$ cat src/source/uc_consts.svh
`ifndef UC_CONSTS_SVH
`define UC_CONSTS_SVH

`define UC_WORD_WIDTH       16              // instruction and flag words
`define UC_STATE_WIDTH      16              // state code on disp_state

//////////////////// base and index registers
`define UC_REG_XA           3'd4
`define UC_REG_XB           3'd5
`define UC_REG_BA           3'd6
`define UC_REG_BB           3'd7

//////////////////// state base codes
`define UC_ST_RESET         16'h00
`define UC_ST_FETCH         16'h10          // three cycles
`define UC_ST_DECODE        16'h20
`define UC_ST_ADDR_SUM      16'h30          // [b + x], three cycles
`define UC_ST_ADDR_REG      16'h34          // [rm]
`define UC_ST_LOAD_SRC_REG  16'h40
`define UC_ST_LOAD_SRC_MEM  16'h44
`define UC_ST_LOAD_DST_REG  16'h50
`define UC_ST_LOAD_DST_MEM  16'h54
`define UC_ST_EXEC_1OP      16'h60
`define UC_ST_EXEC_2OP      16'h64
`define UC_ST_STORE_REG     16'h70
`define UC_ST_STORE_MEM     16'h74
`define UC_ST_INC_CP        16'h80

`endif

$ cat src/source/uc_pkg.sv
`default_nettype none

`include "uc_consts.svh"

package uc_pkg;

    typedef logic [`UC_WORD_WIDTH-1:0] word_t;     // ri and ind
    typedef logic [0:6] opcode_t;                  // bit 0 is the msb, as in ri
    typedef logic [0:1] mod_t;
    typedef logic [0:2] reg_addr_t;

    typedef enum logic [3:0] {
        alu_adc  = 4'd0,
        alu_sbb1 = 4'd1,                            // a - b - c
        alu_sbb2 = 4'd2,                            // b - a - c
        alu_not  = 4'd3,
        alu_and  = 4'd4,
        alu_or   = 4'd5,
        alu_xor  = 4'd6,
        alu_shl  = 4'd7,
        alu_shr  = 4'd8,
        alu_sar  = 4'd9
    } alu_op_t;

    typedef enum logic [`UC_STATE_WIDTH-1:0] {
        reset          = `UC_ST_RESET,
        fetch          = `UC_ST_FETCH,
        fetch_1        = `UC_ST_FETCH + 16'd1,
        fetch_2        = `UC_ST_FETCH + 16'd2,
        decode         = `UC_ST_DECODE,
        addr_sum       = `UC_ST_ADDR_SUM,
        addr_sum_1     = `UC_ST_ADDR_SUM + 16'd1,
        addr_sum_2     = `UC_ST_ADDR_SUM + 16'd2,
        addr_reg       = `UC_ST_ADDR_REG,
        load_src_reg   = `UC_ST_LOAD_SRC_REG,
        load_src_mem   = `UC_ST_LOAD_SRC_MEM,
        load_src_mem_1 = `UC_ST_LOAD_SRC_MEM + 16'd1,
        load_src_mem_2 = `UC_ST_LOAD_SRC_MEM + 16'd2,
        load_dst_reg   = `UC_ST_LOAD_DST_REG,
        load_dst_mem   = `UC_ST_LOAD_DST_MEM,
        load_dst_mem_1 = `UC_ST_LOAD_DST_MEM + 16'd1,
        load_dst_mem_2 = `UC_ST_LOAD_DST_MEM + 16'd2,
        exec_1op       = `UC_ST_EXEC_1OP,
        exec_2op       = `UC_ST_EXEC_2OP,
        store_reg      = `UC_ST_STORE_REG,
        store_mem      = `UC_ST_STORE_MEM,
        store_mem_1    = `UC_ST_STORE_MEM + 16'd1,
        inc_cp         = `UC_ST_INC_CP,
        inc_cp_1       = `UC_ST_INC_CP + 16'd1
    } state_t;

endpackage

`default_nettype wire

$ cat src/source/alu_control.sv
`default_nettype none

module alu_control (
    input  wire uc_pkg::state_t     state,
    input  wire uc_pkg::opcode_t    opcode,
    input  wire                     ind_carry,
    output uc_pkg::alu_op_t         alu_opcode,
    output logic                    alu_carry
);

    import uc_pkg::*;

    always_comb begin
        alu_opcode = alu_adc;
        alu_carry  = 1'b0;
        case (state)
            addr_sum_2: alu_opcode = alu_adc;           // base + index
            load_src_mem,
            load_dst_mem,
            store_reg,
            store_mem:  alu_opcode = alu_or;            // pass one temp through
            inc_cp_1: begin
                alu_opcode = alu_adc;
                alu_carry  = 1'b1;                      // cp + 1
            end

            exec_1op: begin
                if (opcode[3]) begin
                    case (opcode[4:6])
                        3'b000: begin                   // inc
                            alu_opcode = alu_adc;
                            alu_carry  = 1'b1;
                        end
                        3'b001: begin                   // dec
                            alu_opcode = alu_sbb1;
                            alu_carry  = 1'b1;
                        end
                        3'b010: alu_opcode = alu_sbb2;  // neg, 0 - a
                        3'b011: alu_opcode = alu_not;
                        3'b100: alu_opcode = alu_shl;
                        3'b101: alu_opcode = alu_shr;
                        3'b110: alu_opcode = alu_sar;
                        default: ;
                    endcase
                end else begin
                    alu_opcode = alu_or;                // mov, jmp
                end
            end

            exec_2op: begin
                case (opcode[4:6])
                    3'b000: alu_opcode = alu_adc;       // add
                    3'b001: begin                       // adc
                        alu_opcode = alu_adc;
                        alu_carry  = ind_carry;
                    end
                    3'b010: alu_opcode = alu_sbb1;      // sub, cmp
                    3'b011: begin                       // sbb
                        alu_opcode = alu_sbb1;
                        alu_carry  = ind_carry;
                    end
                    3'b100: alu_opcode = alu_and;       // and, test
                    3'b101: alu_opcode = alu_or;
                    3'b110: alu_opcode = alu_xor;
                    default: ;
                endcase
            end
            default: ;
        endcase
    end

endmodule

`default_nettype wire

$ cat src/source/bus_control.sv
`default_nettype none

`include "uc_consts.svh"

module bus_control (
    input  wire uc_pkg::state_t     state,
    input  wire                     decoded_d,
    input  wire uc_pkg::opcode_t    opcode,
    input  wire uc_pkg::reg_addr_t  rg,
    input  wire uc_pkg::reg_addr_t  rm,
    input  wire uc_pkg::word_t      ind,
    output uc_pkg::reg_addr_t       regs_addr,
    output logic                    regs_oe,
    output logic                    regs_we,
    output logic                    alu_oe,
    output logic                    alu_carry,
    output uc_pkg::alu_op_t         alu_opcode,
    output logic                    ram_oe,
    output logic                    ram_we,
    output logic                    cp_oe,
    output logic                    cp_we,
    output logic                    ind_sel,        // ind input: 0 bus, 1 alu flags
    output logic                    ind_oe,
    output logic                    ind_we,
    output logic                    am_oe,
    output logic                    am_we,
    output logic                    t1_oe,
    output logic                    t1_we,
    output logic                    t2_oe,
    output logic                    t2_we,
    output logic                    ri_oe,
    output logic                    ri_we
);

    import uc_pkg::*;

    alu_control alu_control_i (
        .state      (state),
        .opcode     (opcode),
        .ind_carry  (ind[0]),
        .alu_opcode (alu_opcode),
        .alu_carry  (alu_carry)
    );

    always_comb begin
        regs_addr = '0;
        regs_oe   = 1'b0;
        regs_we   = 1'b0;
        alu_oe    = 1'b0;
        ram_oe    = 1'b0;
        ram_we    = 1'b0;
        cp_oe     = 1'b0;
        cp_we     = 1'b0;
        ind_sel   = 1'b0;
        ind_oe    = 1'b0;
        ind_we    = 1'b0;
        am_oe     = 1'b0;
        am_we     = 1'b0;
        t1_oe     = 1'b0;
        t1_we     = 1'b0;
        t2_oe     = 1'b0;
        t2_we     = 1'b0;
        ri_oe     = 1'b0;
        ri_we     = 1'b0;

        case (state)
            //////////////////// fetch
            fetch: begin
                cp_oe = 1'b1;
                am_we = 1'b1;
            end
            fetch_1: am_oe = 1'b1;
            fetch_2: begin
                ram_oe = 1'b1;
                ri_we  = 1'b1;
            end

            //////////////////// address
            addr_sum: begin
                regs_addr = rm[1] ? `UC_REG_BB : `UC_REG_BA;
                regs_oe   = 1'b1;
                t1_we     = 1'b1;
            end
            addr_sum_1: begin
                regs_addr = rm[2] ? `UC_REG_XB : `UC_REG_XA;
                regs_oe   = 1'b1;
                t2_we     = 1'b1;
            end
            addr_sum_2: begin
                t1_oe  = 1'b1;
                t2_oe  = 1'b1;
                alu_oe = 1'b1;
                t2_we  = decoded_d;                 // address goes to the memory operand's temp
                t1_we  = !decoded_d;
            end
            addr_reg: begin
                regs_addr = rm;
                regs_oe   = 1'b1;
                t2_we     = decoded_d;
                t1_we     = !decoded_d;
            end

            //////////////////// operands
            load_src_reg: begin
                regs_addr = decoded_d ? rm : rg;
                regs_oe   = 1'b1;
                t2_we     = 1'b1;
            end
            load_src_mem: begin
                t2_oe  = 1'b1;
                alu_oe = 1'b1;
                am_we  = 1'b1;
            end
            load_dst_reg: begin
                regs_addr = decoded_d ? rg : rm;
                regs_oe   = 1'b1;
                t1_we     = 1'b1;
            end
            load_dst_mem: begin
                t1_oe  = 1'b1;
                alu_oe = 1'b1;
                am_we  = 1'b1;
            end
            load_src_mem_1,
            load_dst_mem_1: am_oe = 1'b1;
            load_src_mem_2: begin
                ram_oe = 1'b1;
                t2_we  = 1'b1;
            end
            load_dst_mem_2: begin
                ram_oe = 1'b1;
                t1_we  = 1'b1;
            end

            //////////////////// execute
            exec_1op: begin
                alu_oe = 1'b1;
                t1_we  = 1'b1;
                if (opcode[3]) begin
                    t1_oe   = 1'b1;
                    ind_sel = 1'b1;
                    ind_we  = 1'b1;
                end else if (opcode[4:6] == 3'b000) begin
                    t2_oe = 1'b1;                   // mov takes the source
                end else if (opcode[4:6] == 3'b101) begin
                    t1_oe = 1'b1;
                    cp_we = 1'b1;                   // jmp loads cp
                end
            end
            exec_2op: begin
                t1_oe   = 1'b1;
                t2_oe   = 1'b1;
                alu_oe  = 1'b1;
                t1_we   = 1'b1;
                ind_sel = 1'b1;
                ind_we  = 1'b1;
            end

            //////////////////// store and cp
            store_reg: begin
                t1_oe     = 1'b1;
                alu_oe    = 1'b1;
                regs_addr = decoded_d ? rg : rm;
                regs_we   = 1'b1;
            end
            store_mem: begin
                t1_oe  = 1'b1;
                alu_oe = 1'b1;
                am_oe  = 1'b1;
                ram_we = 1'b1;
            end
            inc_cp: begin
                cp_oe = 1'b1;
                t1_we = 1'b1;
            end
            inc_cp_1: begin
                t1_oe  = 1'b1;
                alu_oe = 1'b1;
                cp_we  = 1'b1;
            end
            default: ;
        endcase
    end

endmodule

`default_nettype wire

$ cat src/source/instr_decoder.sv
`default_nettype none

`include "uc_consts.svh"

module instr_decoder (
    input  wire uc_pkg::word_t      ri,
    output uc_pkg::opcode_t         opcode,
    output uc_pkg::mod_t            mod,
    output uc_pkg::reg_addr_t       rg,
    output uc_pkg::reg_addr_t       rm,
    output logic                    d_plan,
    output uc_pkg::state_t          src_plan,
    output uc_pkg::state_t          dst_plan,
    output uc_pkg::state_t          exec_plan,
    output uc_pkg::state_t          store_plan,
    output uc_pkg::state_t          entry_state
);

    import uc_pkg::*;

    logic [0:`UC_WORD_WIDTH-1] ri_f;                // ri with bit 0 on the left
    logic                      d;
    logic                      two_op;
    logic                      one_op;
    logic                      is_jmp;
    logic                      reg_mode;
    logic                      mem_dst;
    logic                      mem_src;

    assign ri_f   = {<<{ri}};
    assign opcode = ri_f[0:6];
    assign d      = ri_f[7];
    assign mod    = ri_f[8:9];
    assign rg     = ri_f[10:12];
    assign rm     = ri_f[13:15];

    assign two_op   = opcode[1];
    assign one_op   = !opcode[1] && opcode[3];
    assign is_jmp   = !two_op && !one_op && (opcode[4:6] == 3'b101);
    assign reg_mode = (mod == 2'b11);               // mod 01 falls in with 00
    assign d_plan   = one_op ? 1'b0 : d;
    assign mem_dst  = !reg_mode && !d_plan;
    assign mem_src  = !reg_mode && (d_plan || one_op);  // inc [m] reads and writes m

    always_comb begin
        src_plan   = mem_src ? load_src_mem : load_src_reg;
        dst_plan   = mem_dst ? load_dst_mem : load_dst_reg;
        exec_plan  = two_op ? exec_2op : exec_1op;
        store_plan = mem_dst ? store_mem : store_reg;
        if (is_jmp) begin
            store_plan = fetch;                     // jump target already in cp
            if (!reg_mode)
                src_plan = exec_1op;                // address is the target
        end else if (two_op && !opcode[3]) begin
            store_plan = inc_cp;                    // cmp, test only set flags
        end

        if (reg_mode)
            entry_state = src_plan;
        else if (rm[0])
            entry_state = addr_reg;
        else
            entry_state = addr_sum;
    end

endmodule

`default_nettype wire

$ cat src/source/uc.sv
`default_nettype none

module uc (
    input  wire                     clk,
    input  wire                     rst,
    input  wire uc_pkg::word_t      ri,
    input  wire uc_pkg::word_t      ind,
    output uc_pkg::reg_addr_t       regs_addr,
    output logic                    regs_oe,
    output logic                    regs_we,
    output logic                    alu_oe,
    output logic                    alu_carry,
    output uc_pkg::alu_op_t         alu_opcode,
    output logic                    ram_oe,
    output logic                    ram_we,
    output logic                    cp_oe,
    output logic                    cp_we,
    output logic                    ind_sel,
    output logic                    ind_oe,
    output logic                    ind_we,
    output logic                    am_oe,
    output logic                    am_we,
    output logic                    t1_oe,
    output logic                    t1_we,
    output logic                    t2_oe,
    output logic                    t2_we,
    output logic                    ri_oe,
    output logic                    ri_we,
    output uc_pkg::state_t          disp_state      // current state code
);

    import uc_pkg::*;

    opcode_t   opcode;                              // live fields, ri is held
    reg_addr_t rg;
    reg_addr_t rm;
    logic      d_plan;
    logic      decoded_d;
    state_t    src_plan;
    state_t    dst_plan;
    state_t    exec_plan;
    state_t    store_plan;
    state_t    entry_state;

    instr_decoder instr_decoder_i (
        .mod (),
        .*
    );

    uc_sequencer uc_sequencer_i (
        .state (disp_state),
        .*
    );

    bus_control bus_control_i (
        .state (disp_state),
        .*
    );

endmodule

`default_nettype wire

$ cat src/source/uc_sequencer.sv
`default_nettype none

module uc_sequencer (
    input  wire                     clk,
    input  wire                     rst,
    input  wire                     d_plan,
    input  wire uc_pkg::state_t     src_plan,
    input  wire uc_pkg::state_t     dst_plan,
    input  wire uc_pkg::state_t     exec_plan,
    input  wire uc_pkg::state_t     store_plan,
    input  wire uc_pkg::state_t     entry_state,
    output uc_pkg::state_t          state,
    output logic                    decoded_d
);

    import uc_pkg::*;

    state_t state_next;
    state_t src_q;                                  // plan of the current instruction
    state_t dst_q;
    state_t exec_q;
    state_t store_q;

    //////////////////// state register
    always_ff @(posedge clk) begin
        if (!rst)
            state <= reset;
        else
            state <= state_next;
    end

    // plan is taken only while decoding
    always_ff @(posedge clk) begin
        if (!rst) begin
            src_q     <= reset;
            dst_q     <= reset;
            exec_q    <= reset;
            store_q   <= reset;
            decoded_d <= 1'b0;
        end else if (state == decode) begin
            src_q     <= src_plan;
            dst_q     <= dst_plan;
            exec_q    <= exec_plan;
            store_q   <= store_plan;
            decoded_d <= d_plan;
        end
    end

    //////////////////// next state
    always_comb begin
        case (state)
            reset:          state_next = fetch;
            fetch:          state_next = fetch_1;
            fetch_1:        state_next = fetch_2;
            fetch_2:        state_next = decode;
            decode:         state_next = entry_state;   // plan not latched yet

            addr_sum:       state_next = addr_sum_1;
            addr_sum_1:     state_next = addr_sum_2;
            addr_sum_2,
            addr_reg:       state_next = src_q;

            load_src_mem:   state_next = load_src_mem_1;
            load_src_mem_1: state_next = load_src_mem_2;
            load_src_reg,
            load_src_mem_2: state_next = dst_q;

            load_dst_mem:   state_next = load_dst_mem_1;
            load_dst_mem_1: state_next = load_dst_mem_2;
            load_dst_reg,
            load_dst_mem_2: state_next = exec_q;

            exec_1op,
            exec_2op:       state_next = store_q;

            store_mem:      state_next = store_mem_1;   // ram write settles
            store_reg,
            store_mem_1:    state_next = inc_cp;
            inc_cp:         state_next = inc_cp_1;
            inc_cp_1:       state_next = fetch;
            default:        state_next = reset;
        endcase
    end

endmodule

`default_nettype wire

$ cat config.mk
export PLATFORM = sky130hd
export DESIGN_NAME = uc
export DESIGN_NICKNAME = d
export VERILOG_FILES = /design/src/source/uc_pkg.sv /design/src/source/alu_control.sv /design/src/source/bus_control.sv /design/src/source/instr_decoder.sv /design/src/source/uc.sv /design/src/source/uc_sequencer.sv
export VERILOG_INCLUDE_DIRS = /design/src /design/src/source
export SDC_FILE = /design/constraint.sdc
export NUM_CORES = 1
export LEC_CHECK = 0
export BUFFER_PORTS_ARGS = -buffer_cell sky130_fd_sc_hd__clkbuf_2
export CORE_ASPECT_RATIO = 0.8
export CORE_MARGIN = 3
export CORE_UTILIZATION = 40
export CTS_CLUSTER_SIZE = 40
export DETAILED_ROUTE_END_ITERATION = 12
export PLACE_DENSITY = 0.68
export SETUP_SLACK_MARGIN = 0.3
export SYNTH_ARGS = -nofsm -noshare
export SYNTH_HDL_FRONTEND = slang
export SYNTH_SLANG_ARGS = --single-unit
$ cat constraint.sdc
create_clock -name clk -period 3.4 [get_ports clk]
set_input_delay 0.17 -clock clk [delete_from_list [all_inputs] [get_ports clk]]
set_output_delay 0.17 -clock clk [all_outputs]
set_load 0.005 [all_outputs]
=== Word-level counts from Yosys, hierarchy flattened ===
Index checks and enable logic that the tools add are counted.

* Equality and inequality tests: 30
* Muxes and demuxes: 47
* Reduce and logical (&&, ||, !) cells: 36

{| class="wikitable"
|+ Operators by type and width
! operator !! count
|-
| $pmux 16 s18 || 1
|-
| $eq 16x7->1 const B || 13
|-
| $eq 16x6->1 const B || 5
|-
| $mux 16 || 5
|-
| $eq 16x5->1 const B || 3
|-
| $eq 16x8->1 const B || 2
|-
| $pmux 4 s6 || 1
|-
| $mux 1 || 22
|-
| $reduce_or 2->1 || 11
|-
| $mux 3 || 7
|-
| $logic_not 16->1 || 1
|-
| $pmux 3 s5 || 1
|-
| $pmux 1 s2 || 6
|-
| $pmux 3 s4 || 1
|-
| $pmux 4 s3 || 1
|-
| $reduce_or 3->1 || 4
|-
| $reduce_or 6->1 || 2
|-
| $eq 3x3->1 const B || 3
|-
| $reduce_or 4->1 || 2
|-
| $reduce_or 8->1 || 1
|-
| $eq 3x2->1 const B || 2
|-
| $logic_and 1x1->1 || 6
|-
| $logic_not 1->1 || 6
|-
| $reduce_or 5->1 || 1
|-
| 6 further kinds || 6
|}

* Bits in registers: 81
* Input port bits: 34
* Output and inout bits: 42
* Word-level logic and storage cells: 119

=== Longest topological paths before layout ===
Gate-level depths: netlist of run 1.

* Depth in word-level cells: 10
* Depth in mapped cells: 6
* Mapped depth without buffers: 5

=== Cells and area by module ===
Synthesis of run 1 repeated with hierarchy kept, for this count alone.

* Cells, all modules: 720
* Area total of the unflattened synthesis: 5,844.4 um^2

{| class="wikitable"
|+ Modules (own cells, without submodules)
! module !! times used !! cells each !! area an instance (um^2) !! sequential area each (um^2)
|-
| uc_sequencer || 1 || 456 || 3,998.8 || 1,621.6
|-
| bus_control || 1 || 120 || 775.7 || 0.0
|-
| instr_decoder || 1 || 104 || 760.7 || 0.0
|-
| alu_control || 1 || 40 || 309.0 || 0.0
|}

=== Worst setup path after synthesis of run 1 ===
No wires, ideal clock.

* Path type: register to output
* Start point: register uc_sequencer_i.state[1]
* End point: output regs_addr[0]
* Data arrival time: 1.479 ns
* Data required time: 3.230 ns
* Setup slack: 1.751 ns
* Stages on the path, launching flop included: 6
* Buffers on the path: 1
* Cell sequence: dfxtp_1 -> buf_2 -> or4b_4 -> nor2_2 -> a221oi_1 -> o22ai_1

* Word-level cells in the longest chain between the ends: 3
* Elaborated cells between the ends (all ways): 8
* Classes of those cells: eq/ne: 6; mux: 1; reduce/logical: 1

{| class="wikitable"
|+ Ends and longest elaborated chain
! element !! RTL line !! source
|-
| from (decl) || uc_sequencer.sv:12 || <nowiki>output uc_pkg::state_t state,</nowiki>
|-
| from (signal assigned) || uc_sequencer.sv:27 || <nowiki>state <= reset;</nowiki>
|-
| from (signal assigned) || uc_sequencer.sv:29 || <nowiki>state <= state_next;</nowiki>
|-
| $eq 16x7->1 || bus_control.sv:66 || <nowiki>case (state)</nowiki>
|-
| $reduce_or 2->1 (no line) || n/a ||
|-
| $pmux 3 s5 * || bus_control.sv:66 ||
|-
| to (decl) || uc.sv:8 || <nowiki>output uc_pkg::reg_addr_t regs_addr,</nowiki>
|}

Mark *: on every way between the ends. The rest lies on a longest branch, timed or not.

=== Worst setup path after layout of run 1 ===
* Start point: register uc_sequencer_i.state[4]
* End point: output t1_oe

* Word-level cells in the longest chain between the ends: 3
* Elaborated cells between the ends (all ways): 9
* Classes of those cells: eq/ne: 7; mux: 1; reduce/logical: 1

{| class="wikitable"
|+ Ends and longest elaborated chain
! element !! RTL line !! source
|-
| $eq 16x7->1, or another cell as far along || bus_control.sv:66 ||
|-
| $reduce_or 6->1 (no line) || n/a ||
|-
| $pmux 1 s2 * || bus_control.sv:66 ||
|-
| to (decl) || uc.sv:23 || <nowiki>output logic t1_oe,</nowiki>
|}

Marked as above.

==> flow_summary.yaml, run 1 <==
cells_and_area:
  layout.nets: 317
  area_growth_pct: 11.3
  insertedDiodeCount: 0
  final_common_cell: "clkbuf_2"
  layout.cells.non_filler: 338
  final_cell_mix: "47 x clkbuf_2, 29 x nand2_1, 17 x nor2_1, 17 x dfxtp_1, 15 x nand3_1"
  drive_gt1_share_pct: 24.6
  final_core_util_pct: 47.6
sta:
  max_freq_mhz: 388
  final-setup-viol-count: 0
  clock-skew-final_ns: 0.00478
  worst_pin_slew_ns: 0.967
  fin_crit_sh_pct: 75.7
  drv_slew: 0
  period_minus_slack_ns: 2.58
  rsz0062_at_grt: "no"
  fin_tns_setup_ns: 0
  max-slew-margin-rel_pct: 35.4
  final-hold-violation-count: 0
synthesis:
  synth.area.top_cells: "dfxtp_1 18%, nand2_1 5.9%, buf_4 5.3%"
  ys_seq_area_share_pct: 18.5
  netlist_instances: 251
  synth-xor-area-share_pct: 2.85
  synth-compound-area-share_pct: 27.9
  synth_top_family_by_area: "simple AND/OR/NAND/NOR gates"
  synth_edf_count: 0
  synth-simple-area-share_pct: 36.2
  syn_avg_cell_area_sq_um: 7.34
  synth_fa_ha_area_share_pct: 0.679
  synth_ff_type: "dfxtp_1"
  yosys.area.top_type_share_pct: 18.5
  synth_cell_types: 73
  synth_top_area_cell: "dfxtp_1"
  synth.area.mux_share_pct: 1.70
  syn-cell-area_sq_um: 1840
  async_flop_share_pct: 0
  synth-seq-cells: 17
  yosysWarnings: 0
routing:
  route.detailed.drc: 0
  vias: 2036
  drtIter0Drc: 257
  drtPass1Iterations: 4
  post_drt_wl_per_cell_microns: 16.6
  post_drt_via_cell_ratio: 6.02
  drtAntennaViolNets: 0
  routed_wl_microns: 5600
power:
  power_density_nw_per_um2: 237
  power.net_switching_mw: 0.161
  ir_drop_mv: 0.174
  seq_power_share_pct: 45.8
  leakagePower_nw: 0.844
  intPower_mw: 0.325
  pwr-share-clk_pct: 34.0
  pwr-share-comb_pct: 20.2
  power.total_mw: 0.486
  p_sw_share_pct: 33.1
clock_network:
  clock_path_buffers: 2
  cts_tree: "yes"
  holdBufCountCts: 0
  h-tree-depth: 1
  cts_repair_resize_count: 0
  postCtsSetupRepairBufs: 0
  clk_latency_ns: 0.26
  cts-buffers-inserted: 3
  cts.sinks: 17
  clk_pin_slew_ns: 0.08
  cts-root-buf: "clkbuf_8"
floorplan:
  die-width_microns: 81.9
  die-area_sq_um: 5460
  start_util_pct: 42.8
  io_pins: 76
  rows: 21
  die_h_microns: 66.7
  core_area_sq_um: 4310
setup_path:
  critPathCaptureType: "output port"
  crit_type: "register to output port"
  cp_max_fo: 21
  critPathRequiredTime_ns: 3.23
  startpoint_type: "register"
  arrival_ns: 2.41
place:
  placedCellCount: 334
  dp_hpwl_microns: 4080
  portBuffers: 47
  place_congestion: 0.952
grt:
  grt_max_degree: 25
  grt_pass1_wl_microns: 9030
  gr-total-overflow: 0
  grt_pass1_vias: 1755
  grt_usage_pct: 20.9
  antenna_found_initial: 0
flow_run:
  drv_cap: 0
run_status:
  run_status: "completed"
hold_path:
  hold_path.class: "primary input to register"
flip-flops by register name (all words and copies together), names as in the netlist:
register and cells:
uc_sequencer_i.src_q 2, uc_sequencer_i.store_q 4, uc_sequencer_i.exec_q 2, uc_sequencer_i.decoded_d 1, uc_sequencer_i.state 7, uc_sequencer_i.dst_q 1
metal layers:
layer	part of all wire, %	GRT usage, %	vias up
met1	46	31.7	955
met5	0	0	-
met2	44	30.8	100
met3	9.2	3.24	6
met4	0.89	4.36	0
li1	-	-	975
cell families (layout without fill, tap and decap cells):
logic type | after synthesis | in the layout
compound gates | 69 | 69
flops | 17 | 17
simple gates | 115 | 115
fa+ha+maj | 1 | 1
other cells | 1 | 11
buf+inv | 39 | 59
xor+xnor | 6 | 6
mux | 3 | 3
power groups by stage:
stage	clock [mW]	sequential (mW)	combinational, mW
5_1_grt	0.177	0.223	0.108
4_1_cts	0.170	0.222	0.0970
3_3_place_gp	0	0.227	0.0962
3_5_place_dp	0	0.226	0.0967
6_report	0.165	0.223	0.0983
2_1_floorplan	0	0.211	0.0828
cell usage after synthesis (3+ instances only):
cell type,number
a21boi_0,5
a21oi_1,14
a221oi_1,4
and2_1,4
and3_1,6
buf_2,9
buf_4,13
clkbuf_1,7
dfxtp_1,17
inv_1,5
nand2_1,29
nand2b_1,4
nand3_1,15
nand3b_1,4
nor2_1,17
nor2b_1,5
nor3_1,8
o211ai_1,4
o21ai_0,7
o31a_1,3
o31ai_1,4
xor2_1,4
stage by stage:
step	hold slack, ns	instance area, sq um	setup WS [ns]
global route	0.254	2050	0.638
CTS	0.239	2050	0.860
finish	0.233	2050	0.825
detailed placement	0.452	2000	1.15
floorplan	0.306	1880	1.75
global placement	0.442	2000	1.14
worst max-delay path, cell delays in order, from the launching register on:
cell	delay (ns)
dfxtp_1	0.89
inv_2	0.22
or4_1	0.57
a21o_1	0.18
o311ai_0	0.10
clkbuf_2	0.18
layout make-up:
cell class              instances  area (sq um)
fillers                       447          2260
multi-input cells             205          1320
flip-flops and latches         17           340
repair buffers                 49           250
well taps                      57          71.3
clock buffers                   3          41.3
inverters                       6          22.5
clock inverters                 1          7.51
path summary, 6_finish.rpt:
check                                       start                                    end  slack, ns  cells after the start
max            uc_sequencer_i.state[4]$_SDFF_PN0_                                  t1_oe       0.82                      5
min reg2reg  uc_sequencer_i.dst_q[2]$_SDFFE_PN0P_   uc_sequencer_i.dst_q[2]$_SDFFE_PN0P_       0.46                      2
min                                         ri[1]  uc_sequencer_i.exec_q[2]$_SDFFE_PN0P_       0.23                      3
max reg2reg    uc_sequencer_i.state[2]$_SDFF_PN0_     uc_sequencer_i.state[2]$_SDFF_PN0_       1.13                      4
No activity file was read; power rests on OpenSTA's default activity.
==> inputs of run 2 (changes only) <==
Settings changed: ABC_AREA set to 1, PLACE_DENSITY 0.68 to 0.71.
Clock period 3.4 ns to 2.6 ns, I/O delays scaled along.
==> flow_summary.yaml, run 2 <==
run_status:
  run_status: "completed"
setup_path:
  rr_worst_depth: 9
  critPathRequiredTime_ns: 2.47
  cp_max_fo: 8
  critPathCaptureType: "output port"
  startpoint_type: "register"
  crit_type: "register to output port"
  arrival_ns: 1.78
sta:
  drv_slew: 0
  max_freq_mhz: 523
  fin_tns_setup_ns: 0
  fin_crit_sh_pct: 73.5
  clock-skew-final_ns: 0.00427
  final-setup-viol-count: 0
  final-hold-violation-count: 0
  rsz0062_at_grt: "no"
  period_minus_slack_ns: 1.91
grt:
  grt_usage_pct: 19.8
  antenna_found_initial: 0
  grt_pass1_vias: 1505
  grt_max_degree: 16
  gr-total-overflow: 0
  grt_pass1_wl_microns: 7040
synthesis:
  netlist_instances: 268
  synth.area.top_cells: "dfxtp_1 22%, nand2_1 20%, nor2_1 8.8%"
  yosysWarnings: 0
  ys_seq_area_share_pct: 22.2
  synth_edf_count: 0
  syn_avg_cell_area_sq_um: 5.73
  synth-seq-cells: 17
  synth_ff_type: "dfxtp_1"
  syn-cell-area_sq_um: 1540
  synth_cell_types: 26
  synth_commonest_cells: "81 x nand2_1, 36 x nor2_1, 30 x inv_1"
  async_flop_share_pct: 0
  synth_top_area_cell: "dfxtp_1"
  yosysMostFrequentCell: "nand2_1"
  yosys.area.top_type_share_pct: 22.2
clock_network:
  cts_tree: "yes"
  h-tree-depth: 1
  cts.sinks: 17
  clock_path_buffers: 2
  cts_repair_resize_count: 0
  clk_pin_slew_ns: 0.07
  postCtsSetupRepairBufs: 0
  cts-buffers-inserted: 3
  clk_latency_ns: 0.26
  holdBufCountCts: 0
  cts-root-buf: "clkbuf_8"
routing:
  drtPass1Iterations: 4
  vias: 1834
  routed_wl_microns: 4370
  drtAntennaViolNets: 0
  post_drt_via_cell_ratio: 5.15
  post_drt_wl_per_cell_microns: 12.3
  route.detailed.drc: 0
  drtIter0Drc: 187
hold_path:
  hold_path.class: "primary input to register"
  whs_path_depth: 3
place:
  portBuffers: 47
  place_congestion: 0.918
  dp_hpwl_microns: 3610
  placedCellCount: 352
cells_and_area:
  final_common_cell: "nand2_1"
  insertedDiodeCount: 0
  final_cell_mix: "81 x nand2_1, 47 x clkbuf_2, 36 x nor2_1"
  max_flop_register: "uc_sequencer_i.state"
  largest_reg_flops: 7
  layout.cells.non_filler: 356
  layout.nets: 350
  fill_cells: 390
  reg_top3: "uc_sequencer_i.state x7, uc_sequencer_i.store_q x4"
  area_growth_pct: 17.8
  drive_gt1_share_pct: 22.0
floorplan:
  die_h_microns: 61.4
  rows: 19
  io_pins: 76
  start_util_pct: 43.1
  die-width_microns: 75.3
  die-area_sq_um: 4620
  core_area_sq_um: 3570
power:
  leakagePower_nw: 1.00
  ir_drop_mv: 0.282
  power_density_nw_per_um2: 339
flow_run:
  drv_cap: 0
-- run 2: area by class of cell --
| type | instances | area [sq um] | area share (%) |
|---|---|---|---|
| clock buffers | 3 | 41.3 | 2.28 |
| clock inverters | 1 | 7.51 | 0.415 |
| inverters | 31 | 116 | 6.44 |
| multi-input cells | 215 | 1010 | 56.1 |
| flip-flops and latches | 17 | 340 | 18.8 |
| well taps | 42 | 52.6 | 2.91 |
| repair buffers | 47 | 235 | 13.0 |
-- run 2: final timing paths --
kind / start / to / slack (ns)
min: rst / uc_sequencer_i.exec_q[2]$_SDFFE_PN0P_ / 0.15
max: uc_sequencer_i.state[2]$_SDFF_PN0_ / alu_opcode[2] / 0.69
max reg2reg: uc_sequencer_i.state[4]$_SDFF_PN0_ / uc_sequencer_i.state[6]$_SDFF_PN0_ / 1.08
min reg2reg: uc_sequencer_i.store_q[4]$_SDFFE_PN0P_ / uc_sequencer_i.store_q[4]$_SDFFE_PN0P_ / 0.47
-- run 2: report_power, final --
part,leakage (nW),switching (mW),internal [mW]
clock,0.0217,0.102,0.108
combinational,0.841,0.0841,0.0433
sequential,0.137,0.00958,0.267
-- run 2: per-layer routing --
layer,GRT usage [%],routed length (microns),vias up
met2,30.1,1900,54
met5,0,0,-
met4,2.24,0,0
li1,-,-,945
met1,29.5,2210,835
met3,4.40,262,0
-- run 2: cells by family after synthesis --
family	synth area share (%)
flops	22.2
fa+ha+maj	0.815
other cells	0.244
simple gates	46.8
buf+inv	14.2
compound gates	15.8
-- run 2: worst max-delay path: stages, from the launching register on --
cell	delay, ns
dfxtp_1	0.47
nand2_1	0.13
nor2_1	0.21
nand2_2	0.16
or2_2	0.31
o2111ai_1	0.10
clkbuf_2	0.14
-- run 2: per-stage QoR --
| stage | area [sq um] | power [mW] | util, % | setup slack [ns] | hold WS [ns] |
|---|---|---|---|---|---|
| 6_report | 1810 | 0.613 | 50.7 | 0.690 | 0.152 |
| 5_1_grt | 1810 | 0.651 | 50.7 | 0.531 | 0.165 |
| 4_1_cts | 1810 | 0.616 | 50.7 | 0.685 | 0.151 |
| 3_5_place_dp | 1760 | 0.407 | 49.3 | 0.975 | 0.430 |
| 3_3_place_gp | 1760 | 0.406 | 49.3 | 0.976 | 0.423 |
| 2_1_floorplan | 1570 | 0.374 | - | 1.27 | 0.299 |
